[config.mk]
export PLATFORM = sky130hd
export DESIGN_NAME = lcCtrlTop
export DESIGN_NICKNAME = d
export VERILOG_FILES = /design/src/logic/lcCtrlPkg.sv /design/src/logic/lcCtrlRegs.sv /design/src/logic/lcCtrlFsm.sv /design/src/logic/lcCtrlStateTransition.sv /design/src/logic/lcCtrlStateStore.sv /design/src/logic/lcCtrlTop.sv
export VERILOG_INCLUDE_DIRS = /design/src /design/src/include
export SDC_FILE = /design/constraint.sdc
export NUM_CORES = 1
export LEC_CHECK = 0
export BUFFER_PORTS_ARGS = -buffer_cell sky130_fd_sc_hd__buf_2
export CAP_MARGIN = 20
export CORE_ASPECT_RATIO = 0.7
export CORE_MARGIN = 2
export CORE_UTILIZATION = 45
export CTS_CLUSTER_SIZE = 16
export DETAILED_ROUTE_END_ITERATION = 6
export MAX_ROUTING_LAYER = met4
export PLACE_DENSITY = 0.71
export RECOVER_POWER = 100
export SETUP_SLACK_MARGIN = 0.15
export SYNTH_ARGS = -nofsm -noshare
export SYNTH_HDL_FRONTEND = slang
export SYNTH_SLANG_ARGS = --single-unit
export TNS_END_PERCENT = 50
[constraint.sdc]
create_clock -name clk_i -period 3.3 [get_ports clk_i]
set_clock_uncertainty 0.1 [all_clocks]
set_input_delay 0.165 -clock clk_i [delete_from_list [all_inputs] [get_ports clk_i]]
set_output_delay 0.165 -clock clk_i [all_outputs]
set_load 0.05 [all_outputs]
[src/include/lcCtrl_config.svh]
// ----------------------------------------------------------
// Build-time constants of the life cycle controller
// Register offsets are byte addresses on a 5-bit bus
// The reset contents model a blank store and are not real OTP
// ----------------------------------------------------------
`ifndef LCCTRL_CONFIG_SVH
`define LCCTRL_CONFIG_SVH

// Highest transition count the store can hold
`define LC_CNT_MAX 5'd24

// Number of copies of each decoded state index
`define LC_DEC_NUM_REP 2

// Word offsets of the register map
`define LC_ADDR_STATUS 5'h00
`define LC_ADDR_CMD    5'h04
`define LC_ADDR_TARGET 5'h08
`define LC_ADDR_STATE  5'h0C
`define LC_ADDR_CNT    5'h10

// Contents of the store after reset
`define LC_RESET_STATE lcCtrlPkg::LcStRaw
`define LC_RESET_CNT   lcCtrlPkg::LcCnt0

`endif

[src/logic/lcCtrlPkg.sv]
// ----------------------------------------------------------
// Types shared by the life cycle controller blocks
// Only 13 states exist, so the transition rule is a function
// and not a token matrix
// ----------------------------------------------------------
`include "lcCtrl_config.svh"

package lcCtrlPkg;

  // Sparse persistent state word, every other value is invalid
  typedef enum logic [15:0] {
    LcStRaw           = 16'h0000,
    LcStTestUnlocked0 = 16'h5A3C,
    LcStTestUnlocked1 = 16'h96E1,
    LcStTestUnlocked2 = 16'hC38F,
    LcStTestUnlocked3 = 16'h2DB7,
    LcStTestLocked0   = 16'hE41B,
    LcStTestLocked1   = 16'h7C62,
    LcStTestLocked2   = 16'hB1D4,
    LcStDev           = 16'h4F8A,
    LcStProd          = 16'h8B3E,
    LcStProdEnd       = 16'h1EC9,
    LcStRma           = 16'hD76D,
    LcStScrap         = 16'hFFFF
  } lcState_e;

  // Transition counter, LcCnt0 up to LcCnt24
  typedef enum logic [4:0] {LcCnt[0:24]} lcCnt_e;

  // Dense index of a state; the TestUnlocked and TestLocked runs are contiguous
  typedef enum logic [3:0] {
    DecLcStRaw, DecLcStTestUnlocked0, DecLcStTestUnlocked1, DecLcStTestUnlocked2,
    DecLcStTestUnlocked3, DecLcStTestLocked0, DecLcStTestLocked1, DecLcStTestLocked2,
    DecLcStDev, DecLcStProd, DecLcStProdEnd, DecLcStRma, DecLcStScrap,
    DecLcStInvalid = 4'd15
  } decLcState_e;

  // Replicated index so that a single flipped bit cannot pass as a state
  typedef decLcState_e [`LC_DEC_NUM_REP-1:0] extDecLcState_t;

  typedef enum logic [2:0] {
    ResetSt, IdleSt, CntIncrSt, CntProgSt, TransCheckSt, TransProgSt, PostTransSt
  } fsmState_e;

  // Returns 1 when the edge from cur to tgt is allowed
  function automatic logic transValid(input decLcState_e cur, input decLcState_e tgt);
    logic ok;
    ok = 1'b0;
    if (tgt == DecLcStScrap) begin
      // Scrap is reachable from anywhere but itself
      ok = (cur != DecLcStScrap);
    end else begin
      case (cur)
        DecLcStRaw: ok = (tgt == DecLcStTestUnlocked0);
        DecLcStTestUnlocked0, DecLcStTestUnlocked1, DecLcStTestUnlocked2,
        DecLcStTestUnlocked3: begin
          // TestUnlockedN sits 4 indexes below TestLockedN
          ok = (tgt inside {DecLcStDev, DecLcStProd, DecLcStProdEnd, DecLcStRma}) ||
               (cur != DecLcStTestUnlocked3 && 5'(tgt) == 5'(cur) + 5'd4);
        end
        DecLcStTestLocked0, DecLcStTestLocked1, DecLcStTestLocked2: begin
          // Only a higher unlocked level may follow a locked one
          ok = (tgt inside {[DecLcStTestUnlocked0:DecLcStTestUnlocked3]}) &&
               (5'(tgt) + 5'd4 > 5'(cur));
        end
        DecLcStDev:  ok = (tgt inside {DecLcStProd, DecLcStProdEnd, DecLcStRma});
        DecLcStProd: ok = (tgt inside {DecLcStProdEnd, DecLcStRma});
        default:     ok = 1'b0;
      endcase
    end
    return ok;
  endfunction

endpackage

[src/logic/lcCtrlRegs.sv]
// ----------------------------------------------------------
// Wishbone classic register block with one wait state
// Select lines are absent, every access is a full word
// ----------------------------------------------------------
`include "lcCtrl_config.svh"

module lcCtrlRegs (
  input  logic                      clk_i,
  input  logic                      arstN_i,
  // Wishbone slave side
  input  logic                      wbCyc_i,
  input  logic                      wbStb_i,
  input  logic                      wbWe_i,
  input  logic [4:0]                wbAdr_i,
  input  logic [31:0]               wbDat_i,
  output logic [31:0]               wbDat_o,
  output logic                      wbAck_o,
  // Status from the FSM
  input  logic                      busy_i,
  input  logic                      done_i,
  input  logic                      cntOflwErr_i,
  input  logic                      transInvalidErr_i,
  // Current contents of the store
  input  lcCtrlPkg::decLcState_e    decLcState_i,
  input  lcCtrlPkg::lcCnt_e         lcCnt_i,
  // Request towards the FSM and the transition function
  output logic                      transCmd_o,
  output lcCtrlPkg::extDecLcState_t transTarget_o
);

  logic                   ackQ;
  logic                   transCmdQ;
  logic                   reqAccept;
  lcCtrlPkg::decLcState_e targetQ;
  logic [31:0]            rdData;

  // A request is taken in the cycle before the acknowledge
  assign reqAccept = wbCyc_i && wbStb_i && !ackQ;

  // ----------------------------------------------------------
  // Acknowledge, command pulse and target register
  // ----------------------------------------------------------
  always_ff @(posedge clk_i or negedge arstN_i) begin
    if (!arstN_i) begin
      ackQ      <= 1'b0;
      transCmdQ <= 1'b0;
      targetQ   <= lcCtrlPkg::DecLcStRaw;
    end else begin
      ackQ <= reqAccept;
      // The pulse lines up with the acknowledge of the CMD write
      transCmdQ <= reqAccept && wbWe_i && (wbAdr_i == `LC_ADDR_CMD) && wbDat_i[0];
      if (reqAccept && wbWe_i && wbAdr_i == `LC_ADDR_TARGET) begin
        targetQ <= lcCtrlPkg::decLcState_e'(wbDat_i[3:0]);
      end
    end
  end

  // ----------------------------------------------------------
  // Read data path
  // ----------------------------------------------------------
  always_comb begin
    rdData = 32'h0;
    case (wbAdr_i)
      `LC_ADDR_STATUS: rdData = {28'h0, transInvalidErr_i, cntOflwErr_i, done_i, busy_i};
      `LC_ADDR_TARGET: rdData = {28'h0, targetQ};
      `LC_ADDR_STATE:  rdData = {28'h0, decLcState_i};
      `LC_ADDR_CNT:    rdData = {27'h0, lcCnt_i};
      // CMD and unmapped offsets read as zero
      default:         rdData = 32'h0;
    endcase
  end

  // Read data is captured with the request and held with the acknowledge
  always_ff @(posedge clk_i) begin
    if (reqAccept) begin
      wbDat_o <= rdData;
    end
  end

  assign wbAck_o       = ackQ;
  assign transCmd_o    = transCmdQ;
  assign transTarget_o = lcCtrlPkg::extDecLcState_t'({`LC_DEC_NUM_REP{targetQ}});

endmodule

[src/logic/lcCtrlFsm.sv]
// ----------------------------------------------------------
// Main life cycle FSM, one request at a time
// Commands that arrive outside IdleSt are dropped
// ----------------------------------------------------------
module lcCtrlFsm (
  input  logic                 clk_i,
  input  logic                 arstN_i,
  input  logic                 transCmd_i,
  // Error flags straight from the transition function
  input  logic                 cntOflwErr_i,
  input  logic                 transInvalidErr_i,
  output lcCtrlPkg::fsmState_e fsmState_o,
  // Store write strobes
  output logic                 progCnt_o,
  output logic                 progState_o,
  // Status towards the registers
  output logic                 busy_o,
  output logic                 done_o,
  output logic                 cntOflwErr_o,
  output logic                 transInvalidErr_o
);

  lcCtrlPkg::fsmState_e stateD, stateQ;
  logic                 doneQ;
  logic                 cntOflwErrQ;
  logic                 transInvalidErrQ;
  logic                 cmdAccept;

  // Only a command seen in IdleSt starts a sequence
  assign cmdAccept = transCmd_i && (stateQ == lcCtrlPkg::IdleSt);

  // ----------------------------------------------------------
  // Next state
  // ----------------------------------------------------------
  always_comb begin
    stateD = stateQ;
    case (stateQ)
      lcCtrlPkg::ResetSt: stateD = lcCtrlPkg::IdleSt;
      lcCtrlPkg::IdleSt: begin
        if (transCmd_i) begin
          stateD = lcCtrlPkg::CntIncrSt;
        end
      end
      // The counter is bumped first so that every attempt costs one count
      lcCtrlPkg::CntIncrSt: begin
        stateD = cntOflwErr_i ? lcCtrlPkg::PostTransSt : lcCtrlPkg::CntProgSt;
      end
      lcCtrlPkg::CntProgSt: stateD = lcCtrlPkg::TransCheckSt;
      // An illegal edge stops here with the counter already written
      lcCtrlPkg::TransCheckSt: begin
        stateD = transInvalidErr_i ? lcCtrlPkg::PostTransSt : lcCtrlPkg::TransProgSt;
      end
      lcCtrlPkg::TransProgSt: stateD = lcCtrlPkg::PostTransSt;
      lcCtrlPkg::PostTransSt: stateD = lcCtrlPkg::IdleSt;
      // Unused encodings fall back to idle
      default: stateD = lcCtrlPkg::IdleSt;
    endcase
  end

  // ----------------------------------------------------------
  // State and sticky status flags
  // ----------------------------------------------------------
  always_ff @(posedge clk_i or negedge arstN_i) begin
    if (!arstN_i) begin
      stateQ           <= lcCtrlPkg::IdleSt;
      doneQ            <= 1'b0;
      cntOflwErrQ      <= 1'b0;
      transInvalidErrQ <= 1'b0;
    end else begin
      stateQ <= stateD;
      if (cmdAccept) begin
        // A new request wipes the result of the previous one
        doneQ            <= 1'b0;
        cntOflwErrQ      <= 1'b0;
        transInvalidErrQ <= 1'b0;
      end else begin
        // Done rises together with the move into PostTransSt
        if (stateD == lcCtrlPkg::PostTransSt) begin
          doneQ <= 1'b1;
        end
        if (stateQ == lcCtrlPkg::CntIncrSt && cntOflwErr_i) begin
          cntOflwErrQ <= 1'b1;
        end
        if (stateQ == lcCtrlPkg::TransCheckSt && transInvalidErr_i) begin
          transInvalidErrQ <= 1'b1;
        end
      end
    end
  end

  // Strobes last exactly one cycle since each state is left after one cycle
  assign progCnt_o   = (stateQ == lcCtrlPkg::CntProgSt);
  assign progState_o = (stateQ == lcCtrlPkg::TransProgSt);

  assign busy_o = stateQ inside {lcCtrlPkg::CntIncrSt, lcCtrlPkg::CntProgSt,
                                 lcCtrlPkg::TransCheckSt, lcCtrlPkg::TransProgSt};

  assign fsmState_o        = stateQ;
  assign done_o            = doneQ;
  assign cntOflwErr_o      = cntOflwErrQ;
  assign transInvalidErr_o = transInvalidErrQ;

endmodule

[src/logic/lcCtrlStateTransition.sv]
// ----------------------------------------------------------
// Transition function, purely combinational
// Errors are only meaningful in the FSM states that sample them
// ----------------------------------------------------------
`include "lcCtrl_config.svh"

module lcCtrlStateTransition (
  // Present contents of the store
  input  lcCtrlPkg::lcState_e       lcState_i,
  input  lcCtrlPkg::lcCnt_e         lcCnt_i,
  input  lcCtrlPkg::fsmState_e      fsmState_i,
  // Replicated indexes of the current and the requested state
  input  lcCtrlPkg::extDecLcState_t decLcState_i,
  input  lcCtrlPkg::extDecLcState_t transTarget_i,
  // Values to program
  output lcCtrlPkg::lcState_e       nextLcState_o,
  output lcCtrlPkg::lcCnt_e         nextLcCnt_o,
  output logic                      transCntOflwError_o,
  output logic                      transInvalidError_o
);

  always_comb begin
    nextLcState_o       = lcState_i;
    nextLcCnt_o         = lcCnt_i;
    transCntOflwError_o = 1'b0;
    transInvalidError_o = 1'b0;

    // ----------------------------------------------------------
    // Counter phase
    // ----------------------------------------------------------
    // Keep the incremented count up to TransProgSt so the value stays stable
    if (fsmState_i inside {lcCtrlPkg::CntIncrSt, lcCtrlPkg::CntProgSt,
                           lcCtrlPkg::TransCheckSt, lcCtrlPkg::TransProgSt}) begin
      if (lcCnt_i >= `LC_CNT_MAX) begin
        transCntOflwError_o = 1'b1;
      end else begin
        nextLcCnt_o = lcCtrlPkg::lcCnt_e'(lcCnt_i + 5'd1);
      end
      // Scrap is always reachable, so the counter is pinned at its maximum
      // and the state is forced early to keep the silenced error from being abused
      if (transTarget_i == {`LC_DEC_NUM_REP{lcCtrlPkg::DecLcStScrap}}) begin
        nextLcCnt_o         = lcCtrlPkg::lcCnt_e'(`LC_CNT_MAX);
        nextLcState_o       = lcCtrlPkg::LcStScrap;
        transCntOflwError_o = 1'b0;
      end
    end

    // ----------------------------------------------------------
    // Edge check and target encoding
    // ----------------------------------------------------------
    if (fsmState_i inside {lcCtrlPkg::TransCheckSt, lcCtrlPkg::TransProgSt}) begin
      // Each copy is range checked and run through the rule on its own
      for (int k = 0; k < `LC_DEC_NUM_REP; k++) begin
        if (decLcState_i[k] > lcCtrlPkg::DecLcStScrap ||
            transTarget_i[k] > lcCtrlPkg::DecLcStScrap ||
            !lcCtrlPkg::transValid(decLcState_i[k], transTarget_i[k])) begin
          transInvalidError_o = 1'b1;
        end
      end

      // Copies that disagree mean the replicated word is corrupted
      if (transTarget_i != {`LC_DEC_NUM_REP{transTarget_i[0]}}) begin
        transInvalidError_o = 1'b1;
      end else if (!transInvalidError_o) begin
        case (transTarget_i[0])
          lcCtrlPkg::DecLcStRaw:           nextLcState_o = lcCtrlPkg::LcStRaw;
          lcCtrlPkg::DecLcStTestUnlocked0: nextLcState_o = lcCtrlPkg::LcStTestUnlocked0;
          lcCtrlPkg::DecLcStTestUnlocked1: nextLcState_o = lcCtrlPkg::LcStTestUnlocked1;
          lcCtrlPkg::DecLcStTestUnlocked2: nextLcState_o = lcCtrlPkg::LcStTestUnlocked2;
          lcCtrlPkg::DecLcStTestUnlocked3: nextLcState_o = lcCtrlPkg::LcStTestUnlocked3;
          lcCtrlPkg::DecLcStTestLocked0:   nextLcState_o = lcCtrlPkg::LcStTestLocked0;
          lcCtrlPkg::DecLcStTestLocked1:   nextLcState_o = lcCtrlPkg::LcStTestLocked1;
          lcCtrlPkg::DecLcStTestLocked2:   nextLcState_o = lcCtrlPkg::LcStTestLocked2;
          lcCtrlPkg::DecLcStDev:           nextLcState_o = lcCtrlPkg::LcStDev;
          lcCtrlPkg::DecLcStProd:          nextLcState_o = lcCtrlPkg::LcStProd;
          lcCtrlPkg::DecLcStProdEnd:       nextLcState_o = lcCtrlPkg::LcStProdEnd;
          lcCtrlPkg::DecLcStRma:           nextLcState_o = lcCtrlPkg::LcStRma;
          lcCtrlPkg::DecLcStScrap:         nextLcState_o = lcCtrlPkg::LcStScrap;
          default:                         transInvalidError_o = 1'b1;
        endcase
      end

      // The current state must decode to the same valid index in every copy
      if (decLcState_i != {`LC_DEC_NUM_REP{decLcState_i[0]}} ||
          decLcState_i[0] > lcCtrlPkg::DecLcStScrap) begin
        transInvalidError_o = 1'b1;
      end
    end
  end

endmodule

[src/logic/lcCtrlStateStore.sv]
// ----------------------------------------------------------
// Simulation model of the persistent state and counter
// Contents restart at Raw and count 0 on every reset
// ----------------------------------------------------------
`include "lcCtrl_config.svh"

module lcCtrlStateStore (
  input  logic                      clk_i,
  input  logic                      arstN_i,
  // One-cycle write strobes from the FSM
  input  logic                      progCnt_i,
  input  logic                      progState_i,
  input  lcCtrlPkg::lcState_e       nextLcState_i,
  input  lcCtrlPkg::lcCnt_e         nextLcCnt_i,
  output lcCtrlPkg::lcState_e       lcState_o,
  output lcCtrlPkg::lcCnt_e         lcCnt_o,
  output lcCtrlPkg::extDecLcState_t decLcState_o
);

  lcCtrlPkg::lcState_e    lcStateQ;
  lcCtrlPkg::lcCnt_e      lcCntQ;
  lcCtrlPkg::decLcState_e decIdx;

  // Counter and state are written independently, as two OTP passes would be
  always_ff @(posedge clk_i or negedge arstN_i) begin
    if (!arstN_i) begin
      lcStateQ <= `LC_RESET_STATE;
      lcCntQ   <= `LC_RESET_CNT;
    end else begin
      if (progCnt_i) begin
        lcCntQ <= nextLcCnt_i;
      end
      if (progState_i) begin
        lcStateQ <= nextLcState_i;
      end
    end
  end

  // Sparse word to dense index, any unknown word decodes as invalid
  always_comb begin
    case (lcStateQ)
      lcCtrlPkg::LcStRaw:           decIdx = lcCtrlPkg::DecLcStRaw;
      lcCtrlPkg::LcStTestUnlocked0: decIdx = lcCtrlPkg::DecLcStTestUnlocked0;
      lcCtrlPkg::LcStTestUnlocked1: decIdx = lcCtrlPkg::DecLcStTestUnlocked1;
      lcCtrlPkg::LcStTestUnlocked2: decIdx = lcCtrlPkg::DecLcStTestUnlocked2;
      lcCtrlPkg::LcStTestUnlocked3: decIdx = lcCtrlPkg::DecLcStTestUnlocked3;
      lcCtrlPkg::LcStTestLocked0:   decIdx = lcCtrlPkg::DecLcStTestLocked0;
      lcCtrlPkg::LcStTestLocked1:   decIdx = lcCtrlPkg::DecLcStTestLocked1;
      lcCtrlPkg::LcStTestLocked2:   decIdx = lcCtrlPkg::DecLcStTestLocked2;
      lcCtrlPkg::LcStDev:           decIdx = lcCtrlPkg::DecLcStDev;
      lcCtrlPkg::LcStProd:          decIdx = lcCtrlPkg::DecLcStProd;
      lcCtrlPkg::LcStProdEnd:       decIdx = lcCtrlPkg::DecLcStProdEnd;
      lcCtrlPkg::LcStRma:           decIdx = lcCtrlPkg::DecLcStRma;
      lcCtrlPkg::LcStScrap:         decIdx = lcCtrlPkg::DecLcStScrap;
      default:                      decIdx = lcCtrlPkg::DecLcStInvalid;
    endcase
  end

  assign lcState_o    = lcStateQ;
  assign lcCnt_o      = lcCntQ;
  assign decLcState_o = lcCtrlPkg::extDecLcState_t'({`LC_DEC_NUM_REP{decIdx}});

endmodule

[src/logic/lcCtrlTop.sv]
// ----------------------------------------------------------
// Life cycle controller top, Wishbone classic slave
// No token check, escalation or real OTP port
// ----------------------------------------------------------
module lcCtrlTop (
  input  logic        clk_i,
  input  logic        arstN_i,
  input  logic        wbCyc_i,
  input  logic        wbStb_i,
  input  logic        wbWe_i,
  input  logic [4:0]  wbAdr_i,
  input  logic [31:0] wbDat_i,
  output logic [31:0] wbDat_o,
  output logic        wbAck_o
);

  logic                      transCmd;
  lcCtrlPkg::extDecLcState_t transTarget;
  lcCtrlPkg::fsmState_e      fsmState;
  logic                      progCnt, progState;
  lcCtrlPkg::lcState_e       nextLcState, lcState;
  lcCtrlPkg::lcCnt_e         nextLcCnt, lcCnt;
  lcCtrlPkg::extDecLcState_t decLcState;
  // Raw flags from the transition function and their sticky copies
  logic                      transCntOflwErr, transInvalidErr;
  logic                      busy, done, cntOflwErrSticky, transInvalidErrSticky;

  lcCtrlRegs u_regs (
    .clk_i, .arstN_i,
    .wbCyc_i, .wbStb_i, .wbWe_i, .wbAdr_i, .wbDat_i, .wbDat_o, .wbAck_o,
    .busy_i(busy), .done_i(done),
    .cntOflwErr_i(cntOflwErrSticky), .transInvalidErr_i(transInvalidErrSticky),
    // Copies agree when the store is intact, the first one is reported
    .decLcState_i(decLcState[0]), .lcCnt_i(lcCnt),
    .transCmd_o(transCmd), .transTarget_o(transTarget)
  );

  lcCtrlFsm u_fsm (
    .clk_i, .arstN_i,
    .transCmd_i(transCmd),
    .cntOflwErr_i(transCntOflwErr), .transInvalidErr_i(transInvalidErr),
    .fsmState_o(fsmState), .progCnt_o(progCnt), .progState_o(progState),
    .busy_o(busy), .done_o(done),
    .cntOflwErr_o(cntOflwErrSticky), .transInvalidErr_o(transInvalidErrSticky)
  );

  lcCtrlStateTransition u_trans (
    .lcState_i(lcState), .lcCnt_i(lcCnt), .fsmState_i(fsmState),
    .decLcState_i(decLcState), .transTarget_i(transTarget),
    .nextLcState_o(nextLcState), .nextLcCnt_o(nextLcCnt),
    .transCntOflwError_o(transCntOflwErr), .transInvalidError_o(transInvalidErr)
  );

  lcCtrlStateStore u_store (
    .clk_i, .arstN_i,
    .progCnt_i(progCnt), .progState_i(progState),
    .nextLcState_i(nextLcState), .nextLcCnt_i(nextLcCnt),
    .lcState_o(lcState), .lcCnt_o(lcCnt), .decLcState_o(decLcState)
  );

endmodule

Yosys cells after proc, flatten, opt, wreduce, memory -nomap -nowiden
Cells that the tools add are included.

word-level totals
  bits in registers = 65
  bits of input ports = 42
  logic and storage cells = 131

cells by class
  add/subtract/negate cells = 3
  magnitude comparators = 6
  eq/ne operators = 48
  mux-type cells = 31
  reduce and logical (&&, ||, !) cells = 33

operators with widths
  kind                    count
  $pmux W16 S13           1
  $eq A16 B16 Y1 const B  7
  $mux W16                4
  $pmux W4 S13            1
  $eq A16 B15 Y1 const B  3
  $eq A4 B3 Y1 const B    8
  $eq A4 B4 Y1 const B    7
  $pmux W5 S4             1
  $mux W1                 17
  $eq A16 B13 Y1 const B  1
  $eq A16 B14 Y1 const B  1
  $eq A4 B2 Y1 const B    4
  $logic_not A16 Y1       1
  $pmux W3 S5             1
  $reduce_or A13 Y1       1
  $logic_and A1 B1 Y1     12
  $add A4 B3 Y5 const B   2
  $eq A5 B4 Y1 const B    2
  $mux W5                 2
  $reduce_bool A2 Y1      5
  $eq A3 B3 Y1 const B    3
  $eq A4 B1 Y1 const B    2
  $eq A8 B8 Y1 const B    1
  $gt A4 B4 Y1 const B    2
  25 further kinds        32

Depth between registers and ports, before layout
  word-level depth = 21
  gate-level depth with buffers = 18

Hierarchy
A second synthesis with hierarchy kept.

second synthesis, totals
  cells, all modules = 489
  area, all modules = 4,206.5 sq um

by module, submodules not included
  module                 times used  cells each  area each (sq um)
  lcCtrlStateTransition  1           245         1,736.7
  lcCtrlStateStore       1           134         1,332.5
  lcCtrlRegs             1           71          782.0
  lcCtrlFsm              1           39          355.3

Least setup slack after synthesis
Ideal clock, no wire load.

  kind = reg-to-reg
  start = reg u_store.lcStateQ[6] (netlist: u_store.lcState_o[6])
  end = reg u_store.lcStateQ[12] (netlist: u_store.lcState_o[12])
  library setup time = 79 ps
  arrival = 3,274 ps
  slack = -153 ps
  stages on the path, launching flop included = 15
  path buffers = 2
  path through = dfrtp_1 > buf_4 > nor4_2 > nand4_1 > o22ai_1 > nor2_2 > nand3_1 > nand3_1 > ha_1 > xnor2_1 > a2111oi_0 > nand4_1 > a31oi_4 > buf_12 > mux2i_1

on the way
  longest elaborated chain between the ends = 15
  elaborated cells between the ends (all ways) = 45

ends and longest elaborated chain
  element                                 line                         source
  from (decl)                             lcCtrlStateStore.sv:20       lcCtrlPkg::lcState_e lcStateQ;
  from (signal assigned)                  lcCtrlStateStore.sv:27       lcStateQ <= `LC_RESET_STATE;
  from (signal assigned)                  lcCtrlStateStore.sv:34       lcStateQ <= nextLcState_i;
  $eq A16 B16 Y1 (tied with other cells)  lcCtrlStateStore.sv:41       case (lcStateQ)
  $pmux W4 S13 (*)                        lcCtrlStateStore.sv:41
  $add A4 B3 Y5                           lcCtrlPkg.sv:59              (cur != DecLcStTestUnlocked3 && 5'(tgt) == 5'(cur) + 5'd4);
  $eq A4 B5 Y1                            lcCtrlPkg.sv:59
  $logic_and A1 B1 Y1                     lcCtrlPkg.sv:59
  $logic_or A1 B1 Y1                      lcCtrlPkg.sv:58              ok = (tgt inside {DecLcStDev, DecLcStProd, DecLcStProdEnd, DecLcStRma}) ||
  $pmux W1 S5                             lcCtrlPkg.sv:53              case (cur)
  $mux W1                                 lcCtrlPkg.sv:49              if (tgt == DecLcStScrap) begin
  $mux W1                                 lcCtrlStateTransition.sv:51  if (fsmState_i inside {lcCtrlPkg::TransCheckSt, lcCtrlPkg::TransProgSt}) begin
  $logic_not A1 Y1                        lcCtrlStateTransition.sv:56  !lcCtrlPkg::transValid(decLcState_i[k], transTarget_i[k])) begin
  $logic_or A1 B1 Y1 (*)                  lcCtrlStateTransition.sv:55  transTarget_i[k] > lcCtrlPkg::DecLcStScrap ||
  $mux W1 (*)                             lcCtrlStateTransition.sv:54  if (decLcState_i[k] > lcCtrlPkg::DecLcStScrap ||
  $mux W1 (*)                             lcCtrlStateTransition.sv:51
  $mux W16 (*)                            lcCtrlStateTransition.sv:64  end else if (!transInvalidError_o) begin
  $mux W16 (*)                            lcCtrlStateTransition.sv:51

Every way passes the cells marked *; elsewhere a longest branch is shown, timed or not. The select of a mux whose other input is x is not followed.
A chain may end at the register's enable or synchronous reset.

Worst setup path in the final report
  start = reg u_store.lcStateQ[8] (netlist: u_store.lcState_o[8])
  end = reg u_store.lcStateQ[7] (netlist: u_store.lcState_o[7])

The elaborated chain is that of the path after synthesis.

==> flow_results.xml <==
<?xml version="1.0" encoding="UTF-8"?>
<metrics>
  <group name="min_path">
    <metric name="min-delay-start" unit="">wbDat_i[2]</metric>
    <metric name="timing.hold.worst.class" unit="">input port to flip-flop</metric>
    <metric name="number_of_cells_on_the_worst_hold_path" unit="">2</metric>
  </group>
  <group name="routing">
    <metric name="antenna_left" unit="">0</metric>
    <metric name="routed_wire_length_per_instance" unit="um">16.58</metric>
    <metric name="num_vias" unit="">3325</metric>
    <metric name="remaining_drc_errors" unit="">0</metric>
    <metric name="drt_wl_total" unit="mm">9.482</metric>
    <metric name="drt-initial-drc-count" unit="">347</metric>
    <metric name="detail_route.first_pass.iterations" unit="">5</metric>
    <metric name="via_per_inst" unit="">5.813</metric>
  </group>
  <group name="timing">
    <metric name="fin_crit" unit="ns">3.472</metric>
    <metric name="post-route-worst-setup-slack" unit="ns">-0.1724</metric>
    <metric name="finalHoldViolations" unit="">0</metric>
    <metric name="setup_tns" unit="ns">-2.302</metric>
    <metric name="maxSlewHeadroom" unit="%">-24.81</metric>
    <metric name="setup_repair_after_global_routing_missed_its_margin" unit="">true</metric>
    <metric name="timing.final.setup_violations" unit="">17</metric>
    <metric name="final-max-slew-violation-count" unit="">34</metric>
    <metric name="maxClockFrequency" unit="MHz">288.0</metric>
    <metric name="final.period_utilization" unit="%">105.2</metric>
    <metric name="worst_pin_slew" unit="ns">1.872</metric>
  </group>
  <group name="critical_path">
    <metric name="worst-r2r-cell-count" unit="">15</metric>
    <metric name="cp_data_required_time" unit="ns">3.42</metric>
    <metric name="critPathLaunch" unit="">u_store.lcState_o[8]$_DFFE_PN0N_</metric>
    <metric name="critical-path-slowest-cell" unit="">sky130_fd_sc_hd__dfrtp_2</metric>
    <metric name="critical_path.cell_chain" unit="">nor4b_4 &gt; nand4_1 &gt; o22ai_4 &gt; nor2_4 &gt; nand3_2 &gt; nand3_4 &gt; ha_4 &gt; xnor2_1 &gt; a2111oi_2 &gt; buf_4 &gt; nand4_1 &gt; buf_4 &gt; a31oi_4 &gt; clkbuf_16 &gt; mux2i_1</metric>
    <metric name="crit_path_start_kind" unit="">flip-flop</metric>
    <metric name="worst-path-stages" unit="">15</metric>
    <metric name="critPathBufInv" unit="">3</metric>
    <metric name="worst_path_dominant_cell_family" unit="">simple AND/OR/NAND/NOR gates</metric>
    <metric name="timing.critical_path.to_type" unit="">flip-flop</metric>
    <metric name="worst_ep_arrival_time" unit="ns">3.59</metric>
    <metric name="rr_startpoint" unit="">u_store.lcState_o[8]$_DFFE_PN0N_</metric>
    <metric name="critPathMaxFanout" unit="">8</metric>
    <metric name="timing_worst_setup_path_type" unit="">flip-flop to flip-flop</metric>
    <metric name="cpPeakStageDelay" unit="ns">0.48</metric>
  </group>
  <group name="layout">
    <metric name="num-nets-final" unit="">529</metric>
    <metric name="layout-drive-gt1-share" unit="%">33.54</metric>
    <metric name="antenna_cells_inserted" unit="">0</metric>
    <metric name="n_fill_cell" unit="">654</metric>
    <metric name="mostFrequentLayoutCells" unit="">56 x sky130_fd_sc_hd__buf_4, 53 x sky130_fd_sc_hd__nor2_1, 27 x sky130_fd_sc_hd__conb_1</metric>
    <metric name="final_cell_count_no_fill" unit="">572</metric>
    <metric name="post-route-util" unit="%">58.43</metric>
    <metric name="layout.cells.most_common" unit="">sky130_fd_sc_hd__buf_4</metric>
    <metric name="area_added_between_synthesis_and_finish" unit="%">25.75</metric>
  </group>
  <group name="clock_tree">
    <metric name="cts.sinks" unit="">38</metric>
    <metric name="cts_buffer_depth" unit="">2</metric>
    <metric name="cts_tree" unit="">built</metric>
    <metric name="h-tree-depth" unit="">2</metric>
    <metric name="cts_inserted_buffers" unit="">5</metric>
    <metric name="clk_root_buffer_cell" unit="">sky130_fd_sc_hd__clkbuf_8</metric>
    <metric name="clk_latency" unit="ns">0.29</metric>
    <metric name="clkTransAtPathRegs" unit="ns">0.08</metric>
  </group>
  <group name="yosys">
    <metric name="number_of_enable_flip_flop_cells_after_synthesis" unit="">5</metric>
    <metric name="mappedNetlistArea" unit="sq mm">0.003401</metric>
    <metric name="synth_seq_cells" unit="">38</metric>
    <metric name="synth-seq-area-share" unit="%">28.73</metric>
    <metric name="dominantRegCellSynth" unit="">sky130_fd_sc_hd__dfrtp_1</metric>
    <metric name="synth.avg_cell_area" unit="sq um">8.502</metric>
    <metric name="yosysWarningCount" unit="">0</metric>
    <metric name="synth.distinct_cells" unit="">76</metric>
    <metric name="syn-instance-count" unit="">400</metric>
    <metric name="fraction_of_registers_with_async_set_reset" unit="%">86.84</metric>
  </group>
  <group name="power">
    <metric name="power_density" unit="mW/mm^2">257.2</metric>
    <metric name="totalPowerFinal" unit="mW">1.100</metric>
    <metric name="power.leakage" unit="nW">1.830</metric>
    <metric name="ir_drop" unit="V">0.0001566</metric>
  </group>
  <group name="job">
    <metric name="drv.max_cap_violation_count" unit="">1</metric>
  </group>
  <group name="global_routing">
    <metric name="grt_start_max_net_pins" unit="">34</metric>
    <metric name="grt.total_usage" unit="%">23.25</metric>
    <metric name="antenna_found_initial" unit="">0</metric>
    <metric name="first_global_vias" unit="">2956</metric>
    <metric name="grt_overflow" unit="">0</metric>
    <metric name="grt_first_pass_wirelength" unit="mm">14.93</metric>
  </group>
  <group name="status">
    <metric name="violations" unit="">capacitance limit, slew limit, setup timing</metric>
    <metric name="run_status" unit="">complete, but fails checks</metric>
  </group>
  <group name="placed_design">
    <metric name="dp_hpwl" unit="mm">7.029</metric>
    <metric name="pre_cts_slack" unit="ns">-0.2385</metric>
    <metric name="port-buffer-count" unit="">19</metric>
    <metric name="place_inst" unit="">555</metric>
    <metric name="gp_congestion" unit="">0.9281</metric>
  </group>
  <group name="die">
    <metric name="placementRows" unit="">26</metric>
    <metric name="die_width" unit="um">107.9</metric>
    <metric name="dieArea" unit="sq mm">0.008280</metric>
    <metric name="initial_core_util" unit="%">46.46</metric>
    <metric name="core_area" unit="sq mm">0.007320</metric>
    <metric name="io_pins" unit="">75</metric>
    <metric name="overall_die_height" unit="um">76.74</metric>
  </group>
</metrics>
-- cells in the mapped netlist (3+ instances only) --
cell type / count / area, sq um
sky130_fd_sc_hd__or3_1: 3 / 18.77
sky130_fd_sc_hd__mux2_2: 4 / 45.04
sky130_fd_sc_hd__o221ai_1: 4 / 35.03
sky130_fd_sc_hd__dfrtp_1: 32 / 800.8
sky130_fd_sc_hd__nand2_1: 27 / 101.4
sky130_fd_sc_hd__inv_1: 13 / 48.80
sky130_fd_sc_hd__o211ai_1: 3 / 22.52
sky130_fd_sc_hd__or2_2: 3 / 18.77
sky130_fd_sc_hd__a21o_1: 3 / 22.52
sky130_fd_sc_hd__o21ai_0: 21 / 105.1
sky130_fd_sc_hd__nor2b_1: 4 / 25.02
sky130_fd_sc_hd__o22ai_1: 6 / 37.54
sky130_fd_sc_hd__nand4_1: 10 / 62.56
sky130_fd_sc_hd__nand4_2: 3 / 37.54
sky130_fd_sc_hd__a21oi_1: 15 / 75.07
sky130_fd_sc_hd__ha_1: 13 / 162.7
sky130_fd_sc_hd__nor3_1: 10 / 50.05
sky130_fd_sc_hd__a31oi_1: 8 / 50.05
sky130_fd_sc_hd__nand3_1: 14 / 70.07
sky130_fd_sc_hd__and2_1: 6 / 37.54
sky130_fd_sc_hd__nor2_1: 57 / 214.0
sky130_fd_sc_hd__mux2i_1: 19 / 190.2
sky130_fd_sc_hd__edfxtp_1: 5 / 150.1
sky130_fd_sc_hd__and3_1: 4 / 25.02
sky130_fd_sc_hd__o31ai_1: 5 / 37.54
sky130_fd_sc_hd__buf_4: 32 / 240.2
sky130_fd_sc_hd__clkbuf_1: 8 / 30.03
sky130_fd_sc_hd__nand2b_1: 4 / 25.02
-- kinds of logic after synthesis --
family	Yosys count	synth area share [%]
multiplexers	23	6.917
XOR/XNOR	2	0.5152
other	1	0.1103
AND/OR/NAND/NOR	175	29.32
adder cells (fa/ha/maj)	14	5.372
AO/OA/AOI/OAI	87	17.77
flip-flops	38	28.73
buffers and inverters	60	11.26
-- flip-flops by register name, summed over array words and instances, names as in the netlist --
signal and cells:
u_store.lcCnt_o 5, u_fsm.done_o 1, u_regs.wbDat_o 5, u_fsm.cntOflwErr_o 1
u_store.lcState_o 16, u_regs.transCmd_o 1, u_regs.wbAck_o 1, u_fsm.fsmState_o 3
u_regs.targetQ 4, u_fsm.transInvalidErr_o 1
-- routing by layer --
| layer | global-route usage [%] | routed length, um | up-vias |
|---|---|---|---|
| met4 | 5.513 | 96 | 0 |
| met1 | 36.12 | 4612 | 1608 |
| met2 | 30.82 | 3975 | 163 |
| li1 | - | - | 1544 |
| met3 | 4.252 | 797 | 10 |
| met5 | - | 0 | - |
-- through the flow --
stage          instance area [sq um]  hold slack, ns
3_5_place_dp                    3933          0.1826
5_1_grt                         4277        0.007392
3_3_place_gp                    3933          0.1730
2_1_floorplan                   3608         -0.2306
6_report                        4277        0.003989
4_1_cts                         4155        0.002428
-- timing repair --
item | CTS | global route
resized for setup | 20 | 24
setup buffers | 3 | 3
hold buffers | 2 | 0
gates cloned | 0 | 1
pin swaps | 6 | 5
hold endpoints to repair | 33 | 0
setup endpoints to repair | 20 | 20
-- power breakdown --
part / switching (mW) / leakage [nW] / internal, mW / total [mW]
clock: 0.176 / 0.0472 / 0.168 / 0.344
combinational: 0.191 / 1.30 / 0.0691 / 0.260
sequential: 0.0137 / 0.485 / 0.483 / 0.496
-- worst register-to-register path: cells and delay by family, from the launching register on --
kind | cells | cell delay [ns]
AND/OR/NAND/NOR | 6 | 0.97
AO/OA/AOI/OAI | 3 | 0.73
buffers and inverters | 3 | 0.55
flip-flops | 1 | 0.48
adder cells (fa/ha/maj) | 1 | 0.25
multiplexers | 1 | 0.20
XOR/XNOR | 1 | 0.13
-- cell type report --
cell class	instances	area, sq um	share of cell area (%)
Clock buffer	6	82.58	1.931
Clock inverter	2	12.51	0.2926
Inverter	15	58.81	1.375
Multi-Input combinational cell	328	2370	55.41
Sequential cell	38	991.0	23.17
Tap cell	98	122.6	2.867
Timing Repair Buffer	85	639.4	14.95
-- worst paths after layout --
kind | endpoint | slack, ns
worst min-delay path | u_regs.targetQ[2]$_DFFE_PN0P_ | 0.004
worst max-delay path | u_store.lcState_o[7]$_DFFE_PN0N_ | -0.17
min in group asynchronous | u_store.lcState_o[4]$_DFFE_PN0N_ | 0.81
worst max register to register | u_store.lcState_o[7]$_DFFE_PN0N_ | -0.17
worst min register to register | u_fsm.cntOflwErr_o$_DFFE_PN0P_ | 0.42
max in group asynchronous | u_store.lcState_o[14]$_DFFE_PN0N_ | 1.08
(Power assumes the default switching activity.)
